==> src/rtl/opl3_ctrl_pkg.sv <==
// shared widths, register map and types for the OPL3 operator slot controller
// every RTL file refers to these by scoped name
package opl3_ctrl_pkg;

    localparam int NUM_BANKS    = 2;
    localparam int OPS_PER_BANK = 18;
    localparam int NUM_SLOTS    = NUM_BANKS * OPS_PER_BANK;
    localparam int OP_MEM_DEPTH = 22;  // offsets 0x00..0x15, some unused
    localparam int CH_MEM_DEPTH = 9;

    typedef logic [7:0] reg_addr_t;
    typedef logic [7:0] reg_data_t;
    typedef logic       bank_t;
    typedef logic [4:0] op_num_t;
    typedef logic [4:0] op_addr_t;
    typedef logic [3:0] ch_addr_t;

    // per-operator groups
    localparam reg_addr_t BASE_AM_MULT   = 8'h20;
    localparam reg_addr_t BASE_KSL_TL    = 8'h40;
    localparam reg_addr_t BASE_AR_DR     = 8'h60;
    localparam reg_addr_t BASE_SL_RR     = 8'h80;
    localparam reg_addr_t BASE_WS        = 8'hE0;
    // per-channel groups
    localparam reg_addr_t BASE_FNUM_LOW  = 8'hA0;
    localparam reg_addr_t BASE_KON_BLOCK = 8'hB0;
    localparam reg_addr_t BASE_FB_CNT    = 8'hC0;

    typedef logic [3:0] mult_t;
    typedef logic [1:0] ksl_t;
    typedef logic [5:0] tl_t;
    typedef logic [3:0] env_t;       // ar, dr, sl, rr
    typedef logic [2:0] ws_t;
    typedef logic [9:0] fnum_t;
    typedef logic [2:0] block_t;
    typedef logic [2:0] fb_t;
    typedef logic [5:0] conn_sel_t;  // bank 0 in [2:0], bank 1 in [5:3]

    typedef enum logic [2:0] {
        OP_NORMAL,
        OP_BASS_DRUM,
        OP_HI_HAT,
        OP_TOM_TOM,
        OP_SNARE_DRUM,
        OP_TOP_CYMBAL
    } op_type_t;

    typedef enum logic {
        SEQ_IDLE,
        SEQ_SWEEP
    } seq_state_t;

endpackage

==> src/rtl/banked_ram.sv <==
// two-bank register memory, one write port and one registered read port
// contents clear on reset, read data holds while rd_en is low
`timescale 1ns/1ps

module banked_ram #(
    parameter int DATA_WIDTH = 8,
    parameter int DEPTH      = 22
) (
    input  logic                     clk,
    input  logic                     rst_n,
    input  logic                     wr_en,
    input  opl3_ctrl_pkg::bank_t     wr_bank,
    input  logic [$clog2(DEPTH)-1:0] wr_addr,
    input  logic [DATA_WIDTH-1:0]    wr_data,
    input  logic                     rd_en,
    input  opl3_ctrl_pkg::bank_t     rd_bank,
    input  logic [$clog2(DEPTH)-1:0] rd_addr,
    output logic [DATA_WIDTH-1:0]    rd_data
);

    logic [DATA_WIDTH-1:0] mem [opl3_ctrl_pkg::NUM_BANKS][DEPTH];

    always_ff @(posedge clk) begin
        if (!rst_n) begin
            mem     <= '{default: '0};
            rd_data <= '0;
        end else begin
            if (wr_en)
                mem[wr_bank][wr_addr] <= wr_data;
            if (rd_en)
                rd_data <= mem[rd_bank][rd_addr];  // new write seen one cycle on
        end
    end

endmodule

==> src/rtl/slot_sequencer.sv <==
// walks the 36 operator slots once per sample_clk_en
// also gives the one-cycle delayed slot id that goes out with the read data
`timescale 1ns/1ps

module slot_sequencer (
    input  logic                   clk,
    input  logic                   rst_n,
    input  logic                   sample_clk_en,
    output logic                   slot_active,
    output opl3_ctrl_pkg::bank_t   slot_bank,
    output opl3_ctrl_pkg::op_num_t slot_op,
    output logic                   slot_valid,
    output opl3_ctrl_pkg::bank_t   valid_bank,
    output opl3_ctrl_pkg::op_num_t valid_op,
    output logic                   sweep_done
);

    opl3_ctrl_pkg::seq_state_t state;
    logic [5:0] slot_cnt;
    logic       valid_d;

    always_ff @(posedge clk) begin
        if (!rst_n) begin
            state    <= opl3_ctrl_pkg::SEQ_IDLE;
            slot_cnt <= '0;
        end else begin
            case (state)
                opl3_ctrl_pkg::SEQ_IDLE: begin
                    slot_cnt <= '0;
                    if (sample_clk_en)
                        state <= opl3_ctrl_pkg::SEQ_SWEEP;
                end
                opl3_ctrl_pkg::SEQ_SWEEP: begin  // sample_clk_en ignored here
                    if (slot_cnt == 6'(opl3_ctrl_pkg::NUM_SLOTS - 1)) begin
                        state    <= opl3_ctrl_pkg::SEQ_IDLE;
                        slot_cnt <= '0;
                    end else begin
                        slot_cnt <= slot_cnt + 6'd1;
                    end
                end
                default: state <= opl3_ctrl_pkg::SEQ_IDLE;
            endcase
        end
    end

    assign slot_active = (state == opl3_ctrl_pkg::SEQ_SWEEP);
    assign slot_bank   = (slot_cnt >= 6'(opl3_ctrl_pkg::OPS_PER_BANK));
    assign slot_op     = opl3_ctrl_pkg::op_num_t'(slot_bank ?
                         slot_cnt - 6'(opl3_ctrl_pkg::OPS_PER_BANK) : slot_cnt);

    always_ff @(posedge clk) begin
        if (!rst_n) begin
            slot_valid <= 1'b0;
            valid_d    <= 1'b0;
            sweep_done <= 1'b0;
        end else begin
            slot_valid <= slot_active;
            valid_d    <= slot_valid;
            sweep_done <= valid_d && !slot_valid;  // one cycle after valid drops
        end
    end

    // slot id lined up with the registered read data
    always_ff @(posedge clk) begin
        valid_bank <= slot_bank;
        valid_op   <= slot_op;
    end

endmodule

==> src/rtl/operator_reg_file.sv <==
// write decode and storage for the five per-operator register groups
// read side is addressed by the mapped operator address of the current slot
`timescale 1ns/1ps

module operator_reg_file (
    input  logic                     clk,
    input  logic                     rst_n,
    input  logic                     reg_wr_valid,
    input  opl3_ctrl_pkg::bank_t     reg_wr_bank,
    input  opl3_ctrl_pkg::reg_addr_t reg_wr_addr,
    input  opl3_ctrl_pkg::reg_data_t reg_wr_data,
    input  logic                     rd_en,
    input  opl3_ctrl_pkg::bank_t     rd_bank,
    input  opl3_ctrl_pkg::op_addr_t  op_rd_addr,
    output logic                     am,
    output logic                     vib,
    output logic                     egt,
    output logic                     ksr,
    output opl3_ctrl_pkg::mult_t     mult,
    output opl3_ctrl_pkg::ksl_t      ksl,
    output opl3_ctrl_pkg::tl_t       tl,
    output opl3_ctrl_pkg::env_t      ar,
    output opl3_ctrl_pkg::env_t      dr,
    output opl3_ctrl_pkg::env_t      sl,
    output opl3_ctrl_pkg::env_t      rr,
    output opl3_ctrl_pkg::ws_t       ws
);

    // full byte groups, in order am/mult, ksl/tl, ar/dr, sl/rr
    localparam opl3_ctrl_pkg::reg_addr_t GRP_BASE [4] = '{
        opl3_ctrl_pkg::BASE_AM_MULT,
        opl3_ctrl_pkg::BASE_KSL_TL,
        opl3_ctrl_pkg::BASE_AR_DR,
        opl3_ctrl_pkg::BASE_SL_RR
    };

    opl3_ctrl_pkg::reg_data_t grp_word [4];
    opl3_ctrl_pkg::reg_addr_t ws_off;

    for (genvar g = 0; g < 4; g++) begin : g_grp
        opl3_ctrl_pkg::reg_addr_t off;

        assign off = reg_wr_addr - GRP_BASE[g];  // below base wraps high, so misses

        banked_ram #(
            .DATA_WIDTH($bits(opl3_ctrl_pkg::reg_data_t)),
            .DEPTH     (opl3_ctrl_pkg::OP_MEM_DEPTH)
        ) u_mem (
            .clk     (clk),
            .rst_n   (rst_n),
            .wr_en   (reg_wr_valid && off < 8'(opl3_ctrl_pkg::OP_MEM_DEPTH)),
            .wr_bank (reg_wr_bank),
            .wr_addr (opl3_ctrl_pkg::op_addr_t'(off)),
            .wr_data (reg_wr_data),
            .rd_en   (rd_en),
            .rd_bank (rd_bank),
            .rd_addr (op_rd_addr),
            .rd_data (grp_word[g])
        );
    end

    assign ws_off = reg_wr_addr - opl3_ctrl_pkg::BASE_WS;

    banked_ram #(
        .DATA_WIDTH($bits(opl3_ctrl_pkg::ws_t)),
        .DEPTH     (opl3_ctrl_pkg::OP_MEM_DEPTH)
    ) u_ws_mem (
        .clk     (clk),
        .rst_n   (rst_n),
        .wr_en   (reg_wr_valid && ws_off < 8'(opl3_ctrl_pkg::OP_MEM_DEPTH)),
        .wr_bank (reg_wr_bank),
        .wr_addr (opl3_ctrl_pkg::op_addr_t'(ws_off)),
        .wr_data (reg_wr_data[2:0]),
        .rd_en   (rd_en),
        .rd_bank (rd_bank),
        .rd_addr (op_rd_addr),
        .rd_data (ws)
    );

    assign {am, vib, egt, ksr, mult} = grp_word[0];
    assign {ksl, tl}                 = grp_word[1];
    assign {ar, dr}                  = grp_word[2];
    assign {sl, rr}                  = grp_word[3];

endmodule

==> src/rtl/channel_reg_file.sv <==
// write decode and storage for the three per-channel register groups
// fnum and kon/block share the four-op substituted channel, fb/cnt does not
`timescale 1ns/1ps

module channel_reg_file (
    input  logic                     clk,
    input  logic                     rst_n,
    input  logic                     reg_wr_valid,
    input  opl3_ctrl_pkg::bank_t     reg_wr_bank,
    input  opl3_ctrl_pkg::reg_addr_t reg_wr_addr,
    input  opl3_ctrl_pkg::reg_data_t reg_wr_data,
    input  logic                     rd_en,
    input  opl3_ctrl_pkg::bank_t     rd_bank,
    input  opl3_ctrl_pkg::ch_addr_t  ch_fnum_addr,
    input  opl3_ctrl_pkg::ch_addr_t  ch_fb_addr,
    output opl3_ctrl_pkg::fnum_t     fnum,
    output opl3_ctrl_pkg::block_t    block,
    output logic                     kon,
    output opl3_ctrl_pkg::fb_t       fb,
    output logic                     cnt
);

    opl3_ctrl_pkg::reg_addr_t fnum_off;
    opl3_ctrl_pkg::reg_addr_t kon_off;
    opl3_ctrl_pkg::reg_addr_t fb_off;
    logic [5:0]               kon_word;  // kon, block, fnum[9:8]
    logic [3:0]               fb_word;   // fb, cnt

    assign fnum_off = reg_wr_addr - opl3_ctrl_pkg::BASE_FNUM_LOW;
    assign kon_off  = reg_wr_addr - opl3_ctrl_pkg::BASE_KON_BLOCK;
    assign fb_off   = reg_wr_addr - opl3_ctrl_pkg::BASE_FB_CNT;

    banked_ram #(.DATA_WIDTH(8), .DEPTH(opl3_ctrl_pkg::CH_MEM_DEPTH)) u_fnum_mem (
        .clk     (clk),
        .rst_n   (rst_n),
        .wr_en   (reg_wr_valid && fnum_off < 8'(opl3_ctrl_pkg::CH_MEM_DEPTH)),
        .wr_bank (reg_wr_bank),
        .wr_addr (opl3_ctrl_pkg::ch_addr_t'(fnum_off)),
        .wr_data (reg_wr_data),
        .rd_en   (rd_en),
        .rd_bank (rd_bank),
        .rd_addr (ch_fnum_addr),
        .rd_data (fnum[7:0])
    );

    banked_ram #(.DATA_WIDTH(6), .DEPTH(opl3_ctrl_pkg::CH_MEM_DEPTH)) u_kon_mem (
        .clk     (clk),
        .rst_n   (rst_n),
        .wr_en   (reg_wr_valid && kon_off < 8'(opl3_ctrl_pkg::CH_MEM_DEPTH)),
        .wr_bank (reg_wr_bank),
        .wr_addr (opl3_ctrl_pkg::ch_addr_t'(kon_off)),
        .wr_data (reg_wr_data[5:0]),
        .rd_en   (rd_en),
        .rd_bank (rd_bank),
        .rd_addr (ch_fnum_addr),  // same channel as fnum low
        .rd_data (kon_word)
    );

    banked_ram #(.DATA_WIDTH(4), .DEPTH(opl3_ctrl_pkg::CH_MEM_DEPTH)) u_fb_mem (
        .clk     (clk),
        .rst_n   (rst_n),
        .wr_en   (reg_wr_valid && fb_off < 8'(opl3_ctrl_pkg::CH_MEM_DEPTH)),
        .wr_bank (reg_wr_bank),
        .wr_addr (opl3_ctrl_pkg::ch_addr_t'(fb_off)),
        .wr_data (reg_wr_data[3:0]),
        .rd_en   (rd_en),
        .rd_bank (rd_bank),
        .rd_addr (ch_fb_addr),
        .rd_data (fb_word)
    );

    assign {kon, block, fnum[9:8]} = kon_word;
    assign {fb, cnt}               = fb_word;

endmodule

==> src/rtl/slot_routing.sv <==
// maps the current slot to memory addresses and works out the routing flags
// flags are registered so they line up with the register file read data
`timescale 1ns/1ps

module slot_routing (
    input  logic                     clk,
    input  logic                     rst_n,
    input  logic                     slot_active,
    input  opl3_ctrl_pkg::bank_t     slot_bank,
    input  opl3_ctrl_pkg::op_num_t   slot_op,
    input  opl3_ctrl_pkg::conn_sel_t connection_sel,
    input  logic                     ryt,
    input  logic                     cnt,
    output opl3_ctrl_pkg::op_addr_t  op_rd_addr,
    output opl3_ctrl_pkg::ch_addr_t  ch_fnum_addr,
    output opl3_ctrl_pkg::ch_addr_t  ch_fb_addr,
    output logic                     use_feedback,
    output logic                     mod_enable,
    output opl3_ctrl_pkg::op_type_t  op_type
);

    logic [1:0]              grp;       // which group of six operators
    logic [2:0]              grp_op;
    logic [1:0]              op_mod3;
    logic                    conn_bit;  // four-op bit for this channel pair
    logic                    rhythm;
    logic                    fb_next;
    logic                    mod_next;
    logic                    mod_cand;
    opl3_ctrl_pkg::op_type_t type_next;

    always_comb begin
        if (slot_op < 5'd6)
            grp = 2'd0;
        else if (slot_op < 5'd12)
            grp = 2'd1;
        else
            grp = 2'd2;
        grp_op   = 3'(slot_op - 5'(grp) * 5'd6);
        op_mod3  = (grp_op >= 3'd3) ? 2'(grp_op - 3'd3) : grp_op[1:0];
        conn_bit = slot_bank ? connection_sel[3'd3 + 3'(op_mod3)] : connection_sel[op_mod3];
        rhythm   = ryt && !slot_bank;

        op_rd_addr   = opl3_ctrl_pkg::op_addr_t'(slot_op + 5'({grp, 1'b0}));
        ch_fb_addr   = opl3_ctrl_pkg::ch_addr_t'(4'(grp) * 4'd3 + 4'(op_mod3));
        ch_fnum_addr = (grp == 2'd1 && conn_bit) ? 4'(op_mod3) : ch_fb_addr;
    end

    always_comb begin
        fb_next   = 1'b0;
        mod_next  = 1'b0;
        type_next = opl3_ctrl_pkg::OP_NORMAL;
        case (slot_op)
            5'd0, 5'd1, 5'd2, 5'd12:                   fb_next = 1'b1;
            5'd3, 5'd4, 5'd5, 5'd9, 5'd10, 5'd11, 5'd15: mod_next = 1'b1;
            5'd6, 5'd7, 5'd8: begin  // second half of a four-op pair when set
                fb_next  = !conn_bit;
                mod_next = conn_bit;
            end
            5'd13, 5'd14:                              fb_next = !rhythm;
            5'd16, 5'd17:                              mod_next = !rhythm;
            default: ;
        endcase
        if (rhythm) begin
            case (slot_op)
                5'd12, 5'd15: type_next = opl3_ctrl_pkg::OP_BASS_DRUM;
                5'd13:        type_next = opl3_ctrl_pkg::OP_HI_HAT;
                5'd14:        type_next = opl3_ctrl_pkg::OP_TOM_TOM;
                5'd16:        type_next = opl3_ctrl_pkg::OP_SNARE_DRUM;
                5'd17:        type_next = opl3_ctrl_pkg::OP_TOP_CYMBAL;
                default: ;
            endcase
        end
    end

    always_ff @(posedge clk) begin
        if (!rst_n) begin
            use_feedback <= 1'b0;
            mod_cand     <= 1'b0;
            op_type      <= opl3_ctrl_pkg::OP_NORMAL;
        end else begin
            use_feedback <= slot_active && fb_next;
            mod_cand     <= slot_active && mod_next;
            op_type      <= slot_active ? type_next : opl3_ctrl_pkg::OP_NORMAL;
        end
    end

    // cnt arrives with the read data, same cycle as the registered candidacy
    assign mod_enable = mod_cand && !cnt;

endmodule

==> src/rtl/opl3_slot_ctrl.sv <==
// top of the operator time-slot controller
// register writes go in on the strobe, one sweep of 36 slots per sample_clk_en
`timescale 1ns/1ps

module opl3_slot_ctrl (
    input  logic                     clk,
    input  logic                     rst_n,
    input  logic                     sample_clk_en,
    input  logic                     reg_wr_valid,
    input  opl3_ctrl_pkg::bank_t     reg_wr_bank,
    input  opl3_ctrl_pkg::reg_addr_t reg_wr_addr,
    input  opl3_ctrl_pkg::reg_data_t reg_wr_data,
    input  opl3_ctrl_pkg::conn_sel_t connection_sel,
    input  logic                     ryt,
    output logic                     slot_valid,
    output opl3_ctrl_pkg::bank_t     slot_bank,
    output opl3_ctrl_pkg::op_num_t   slot_op,
    output logic                     am,
    output logic                     vib,
    output logic                     egt,
    output logic                     ksr,
    output opl3_ctrl_pkg::mult_t     mult,
    output opl3_ctrl_pkg::ksl_t      ksl,
    output opl3_ctrl_pkg::tl_t       tl,
    output opl3_ctrl_pkg::env_t      ar,
    output opl3_ctrl_pkg::env_t      dr,
    output opl3_ctrl_pkg::env_t      sl,
    output opl3_ctrl_pkg::env_t      rr,
    output opl3_ctrl_pkg::ws_t       ws,
    output opl3_ctrl_pkg::fnum_t     fnum,
    output opl3_ctrl_pkg::block_t    block,
    output logic                     kon,
    output opl3_ctrl_pkg::fb_t       fb,
    output logic                     cnt,
    output logic                     use_feedback,
    output logic                     mod_enable,
    output opl3_ctrl_pkg::op_type_t  op_type,
    output logic                     sweep_done
);

    logic                    seq_active;
    opl3_ctrl_pkg::bank_t    seq_bank;  // live slot, drives the read addresses
    opl3_ctrl_pkg::op_num_t  seq_op;
    opl3_ctrl_pkg::op_addr_t op_rd_addr;
    opl3_ctrl_pkg::ch_addr_t ch_fnum_addr;
    opl3_ctrl_pkg::ch_addr_t ch_fb_addr;

    slot_sequencer u_seq (
        .clk           (clk),
        .rst_n         (rst_n),
        .sample_clk_en (sample_clk_en),
        .slot_active   (seq_active),
        .slot_bank     (seq_bank),
        .slot_op       (seq_op),
        .slot_valid    (slot_valid),
        .valid_bank    (slot_bank),
        .valid_op      (slot_op),
        .sweep_done    (sweep_done)
    );

    operator_reg_file u_op_regs (
        .clk, .rst_n,
        .reg_wr_valid, .reg_wr_bank, .reg_wr_addr, .reg_wr_data,
        .rd_en   (seq_active),
        .rd_bank (seq_bank),
        .op_rd_addr,
        .am, .vib, .egt, .ksr, .mult, .ksl, .tl, .ar, .dr, .sl, .rr, .ws
    );

    channel_reg_file u_ch_regs (
        .clk, .rst_n,
        .reg_wr_valid, .reg_wr_bank, .reg_wr_addr, .reg_wr_data,
        .rd_en   (seq_active),
        .rd_bank (seq_bank),
        .ch_fnum_addr, .ch_fb_addr,
        .fnum, .block, .kon, .fb, .cnt
    );

    slot_routing u_route (
        .clk, .rst_n,
        .slot_active (seq_active),
        .slot_bank   (seq_bank),
        .slot_op     (seq_op),
        .connection_sel, .ryt, .cnt,
        .op_rd_addr, .ch_fnum_addr, .ch_fb_addr,
        .use_feedback, .mod_enable, .op_type
    );

endmodule

==> config.mk <==
export PLATFORM = sky130hd
export DESIGN_NAME = opl3_slot_ctrl
export DESIGN_NICKNAME = d
export VERILOG_FILES = /design/src/rtl/opl3_ctrl_pkg.sv /design/src/rtl/banked_ram.sv /design/src/rtl/slot_sequencer.sv /design/src/rtl/operator_reg_file.sv /design/src/rtl/channel_reg_file.sv /design/src/rtl/slot_routing.sv /design/src/rtl/opl3_slot_ctrl.sv
export SDC_FILE = /design/constraint.sdc
export NUM_CORES = 2
export LEC_CHECK = 0
export ABC_AREA = 1
export BUFFER_PORTS_ARGS = -buffer_cell sky130_fd_sc_hd__buf_4
export CORE_ASPECT_RATIO = 1.1
export CORE_MARGIN = 5
export CORE_UTILIZATION = 30
export DETAILED_ROUTE_END_ITERATION = 16
export PLACE_DENSITY_LB_ADDON = 0.25
export SLEW_MARGIN = 20
export SYNTH_ARGS = -nofsm -noshare
export SYNTH_HDL_FRONTEND = slang
export SYNTH_SLANG_ARGS = --single-unit
==> constraint.sdc <==
create_clock -name clk -period 11.7 [get_ports clk]
set_input_delay 0.585 -clock clk [delete_from_list [all_inputs] [get_ports clk]]
set_output_delay 0.585 -clock clk [all_outputs]
set_load 0.01 [all_outputs]
==> impl_metrics.py <==
metrics = {
    "status": {
        "run_status": "complete, no violations",
    },
    "placement": {
        "gp_congestion": 0.844,
        "dpl_worst_slack_ns": 2.78,
        "post-dp-hpwl_mm": 172,
        "port_buffers": 93,
    },
    "floorplanning": {
        "core.rowCount": 199,
        "die_h_um": 552,
        "boundaryPins": 94,
        "fp.dieArea_um2": 278000,
        "floorplan.initialDensity_pct": 30.0,
        "floorplan.core_area_um2": 267000,
        "die_width_um": 503,
    },
    "grt": {
        "grt_first_pass_wirelength_mm": 450,
        "grt_pass1_vias": 69399,
        "global_route.usage.total_pct": 20.7,
        "antenna_found_initial": 14,
        "grt_start_max_net_pins": 261,
        "grt_remaining_overflow": 0,
    },
    "synth": {
        "synth.lib_cells_used.distinct": 49,
        "postSynth.topFlopCell": "sky130_fd_sc_hd__dfxtp_1",
        "netlist_instances": 10384,
        "ys_top_cells_by_area": "sky130_fd_sc_hd__dfxtp_1 48%, sky130_fd_sc_hd__o21ai_0 16%, sky130_fd_sc_hd__a21oi_1 12%",
        "warnings_from_yosys": 0,
        "synth-async-reset-ratio_pct": 0,
        "synth_seq_area_share_pct": 48.4,
        "synth_largest_area_cell": "sky130_fd_sc_hd__dfxtp_1",
        "number_of_enable_flip_flop_cells_after_synthesis": 0,
        "synth.cell_area_um2": 80100,
        "mappedNetlistNets": 10428,
        "post_synth.cell_area_avg_um2": 7.72,
        "netlist.area_leader.share_pct": 48.4,
        "synth.ff_latch_count": 1938,
    },
    "clock_network": {
        "cts.sink_count": 1938,
        "clkSlewWorstSetupHoldPaths_ns": 0.06,
        "insertion_delay_ns": 0.88,
        "htree_num_levels": 4,
        "cts_root_buffer": "sky130_fd_sc_hd__clkbuf_16",
        "cts_setup_buffers": 0,
        "cts_inserted_buffers": 214,
        "tritoncts": "done",
        "maximum_root_to_sink_buffer_count": 3,
    },
    "worst_setup_path": {
        "max_stage_delay_ns": 0.79,
        "critPathCaptureType": "flip-flop",
        "critical_path.max_fanout": 121,
        "worst-setup-path-type": "reg2reg",
        "critPathMostFrequentCell": "sky130_fd_sc_hd__nand2_1",
        "cp.required_ns": 12.50,
        "cpMaxStageDelayCell": "sky130_fd_sc_hd__dfxtp_4",
        "startpoint_type": "flip-flop",
        "worst-endpoint-arrival_ns": 9.97,
    },
    "sta": {
        "fin_crit_ns": 9.17,
        "grt_setup_unrepaired": "false",
        "timing.slew.headroom_pct": 17.5,
        "clock_skew_ns": 0.0293,
        "finalHoldWorstSlack_ns": 0.0701,
        "fin_setup_tns_ns": 0,
        "fmax_mhz": 109,
        "finalSetupViolations": 0,
        "final_hold_violations": 0,
        "final_max_slew_viol_count": 0,
        "worst-slew-pin-transition_ns": 1.24,
        "fin_ws_ns": 2.53,
        "post-route-period-util_pct": 78.4,
    },
    "flow_run": {
        "drv.max_cap_violation_count": 0,
    },
    "final_layout": {
        "area_growth_syn_to_layout_pct": 11.6,
        "final_layout_size_suffix_gt1_share_pct": 6.44,
        "finish.net_count": 9785,
    },
    "detailed_routing": {
        "drt_wl_total_mm": 304,
        "drc_errors": 0,
        "number_of_nets_with_antenna_violations_after_detailed_routing": 0,
        "post_drt_via_cell_ratio": 5.63,
        "dr_total_vias": 75685,
        "drt_iter0_markers": 8121,
        "post_drt_wl_per_cell_um": 22.6,
        "detail_route.first_pass.iterations": 6,
    },
    "pwr": {
        "total_leakage_power_uw": 0.0317,
        "p_per_area_nw_per_um2": 160,
        "worst_ir_drop_vdd_mv": 0.119,
    },
    "min_path": {
        "hold_path_class": "in2reg",
    },
}
timing repair:
item                      4_1_cts  5_1_grt
hold endpoints to repair        5        0
gates resized for setup         0        0
hold buffers                    4        0
worst max-delay path, delay by kind of cell (launching register included):
kind | cells | cell delay, ns
buffers and inverters | 6 | 1.66
and+or+nand+nor | 17 | 4.40
adders and majority gates | 2 | 1.21
DFF | 1 | 0.79
AOI/OAI and AO/OA | 3 | 0.92
cell families after synthesis:
| family | after synthesis | synth area share [%] |
|---|---|---|
| AOI/OAI and AO/OA | 5086 | 33.9 |
| and+or+nand+nor | 2043 | 10.4 |
| DFF | 1938 | 48.4 |
| buffers and inverters | 1194 | 5.70 |
| muxes | 100 | 1.25 |
| adders and majority gates | 16 | 0.269 |
| xor gates and xnor gates | 7 | 0.109 |
routing by layer:
layer | wire length [um] | GRT usage [%]
met5 | 98 | 0
met4 | 10500 | 7.26
met3 | 21500 | 3.43
met2 | 135000 | 32.4
met1 | 137000 | 28.7
registers in the layout (all words and copies together) (netlist names), 3 cells and up:
name / flops
u_ch_regs.u_fb_mem.mem: 72
u_ch_regs.u_kon_mem.rd_data: 6
u_ch_regs.u_fnum_mem.rd_data: 8
u_route.op_type: 3
u_op_regs.u_ws_mem.rd_data: 3
u_op_regs.u_ws_mem.mem: 132
u_op_regs.g_grp.u_mem.rd_data: 32
u_ch_regs.u_fb_mem.rd_data: 4
u_seq.valid_op: 5
u_ch_regs.u_kon_mem.mem: 108
u_seq.slot_cnt: 6
u_op_regs.g_grp.u_mem.mem: 1408
u_ch_regs.u_fnum_mem.mem: 144
final cells by class:
class                      count  area (um2)
clock inverter                70         811
multi-input combinational   7252       36900
clock buffer                 314        6260
inverter                     154         664
fill                       27703      177000
timing repair buffer         181        1540
tap                         3517        4400
sequential                  1938       38800
antenna                        8        20.0
report_power, final:
group	total [uW]	leakage [uW]	internal (uW)	switching, uW
sequential	6670	0.0156	6630	46.9
clock	6810	0.00347	3940	2860
combinational	833	0.0127	191	642
total	14300	0.0317	10800	3550
stage by stage:
stage / cells / instance area (um2) / util [%] / power (uW)
floorplan: 10384 / 80100 / - / 7290
global placement: 13038 / 82200 / 30.8 / 7620
detailed placement: 13038 / 82200 / 30.8 / 7630
CTS: 13426 / 89300 / 33.5 / 14400
global route: 13426 / 89400 / 33.5 / 14800
finish: 13434 / 89400 / 33.5 / 14300
synth_stat cells (101+ instances only):
cell type,n
sky130_fd_sc_hd__clkbuf_1,980
sky130_fd_sc_hd__nor2_1,1210
sky130_fd_sc_hd__nand2_1,386
sky130_fd_sc_hd__inv_1,128
sky130_fd_sc_hd__dfxtp_1,1938
sky130_fd_sc_hd__nand3_1,343
sky130_fd_sc_hd__a21oi_1,1916
sky130_fd_sc_hd__a211oi_1,101
sky130_fd_sc_hd__o221ai_1,176
sky130_fd_sc_hd__o211ai_1,122
sky130_fd_sc_hd__o21ai_0,2564
sky130_fd_sc_hd__o22ai_1,124
placed cells by master, fill, tap and decap left out, types with 7 or more instances in the layout:
| master | Yosys | final |
|---|---|---|
| sky130_fd_sc_hd__nand2_1 | 386 | 385 |
| sky130_fd_sc_hd__o22ai_1 | 124 | 124 |
| sky130_fd_sc_hd__nand3_1 | 343 | 342 |
| sky130_fd_sc_hd__o2111ai_1 | 10 | 10 |
| sky130_fd_sc_hd__dfxtp_1 | 1938 | 1936 |
| sky130_fd_sc_hd__ha_1 | 14 | 12 |
| sky130_fd_sc_hd__clkinvlp_4 | 0 | 8 |
| sky130_fd_sc_hd__buf_12 | 0 | 13 |
| sky130_fd_sc_hd__a311oi_1 | 29 | 29 |
| sky130_fd_sc_hd__o211ai_1 | 122 | 122 |
| sky130_fd_sc_hd__buf_4 | 4 | 163 |
| sky130_fd_sc_hd__clkinv_2 | 0 | 33 |
| sky130_fd_sc_hd__diode_2 | 0 | 8 |
| sky130_fd_sc_hd__nor2_2 | 2 | 46 |
| sky130_fd_sc_hd__o221ai_1 | 176 | 176 |
| sky130_fd_sc_hd__a31oi_1 | 8 | 8 |
| sky130_fd_sc_hd__bufinv_16 | 0 | 11 |
| sky130_fd_sc_hd__nand4_1 | 7 | 7 |
| sky130_fd_sc_hd__nor2_1 | 1210 | 1165 |
| sky130_fd_sc_hd__inv_1 | 128 | 124 |
| sky130_fd_sc_hd__clkbuf_16 | 0 | 215 |
| sky130_fd_sc_hd__a211oi_1 | 101 | 101 |
| sky130_fd_sc_hd__clkinv_1 | 13 | 10 |
| sky130_fd_sc_hd__or2_2 | 37 | 37 |
| sky130_fd_sc_hd__mux2i_1 | 100 | 100 |
| sky130_fd_sc_hd__clkinv_8 | 0 | 8 |
| sky130_fd_sc_hd__nor3_1 | 45 | 45 |
| sky130_fd_sc_hd__clkbuf_8 | 0 | 51 |
| sky130_fd_sc_hd__a21oi_1 | 1916 | 1916 |
| sky130_fd_sc_hd__inv_8 | 0 | 10 |
| sky130_fd_sc_hd__a32o_1 | 11 | 11 |
| sky130_fd_sc_hd__clkbuf_1 | 980 | 48 |
| sky130_fd_sc_hd__o21ai_0 | 2564 | 2564 |
| sky130_fd_sc_hd__o31ai_1 | 8 | 8 |
path summary, 6_finish.rpt:
kind                                              startpoint                                          end  slack (ns)  depth (start not counted)
worst max-delay path            u_seq.slot_cnt[0]$_SDFF_PP0_  u_ch_regs.u_kon_mem.rd_data[4]$_SDFFE_PN0P_        2.53                         28
worst max register to register  u_seq.slot_cnt[0]$_SDFF_PP0_  u_ch_regs.u_kon_mem.rd_data[4]$_SDFFE_PN0P_        2.53                         28
worst min register to register      u_seq.valid_d$_SDFF_PN0_                  u_seq.sweep_done$_SDFF_PN0_        0.44                          2
worst min-delay path                          reg_wr_data[3]      u_ch_regs.u_fb_mem.mem[59]$_SDFFE_PN0P_        0.07                          3
No activity file was read; power rests on OpenSTA's default activity.
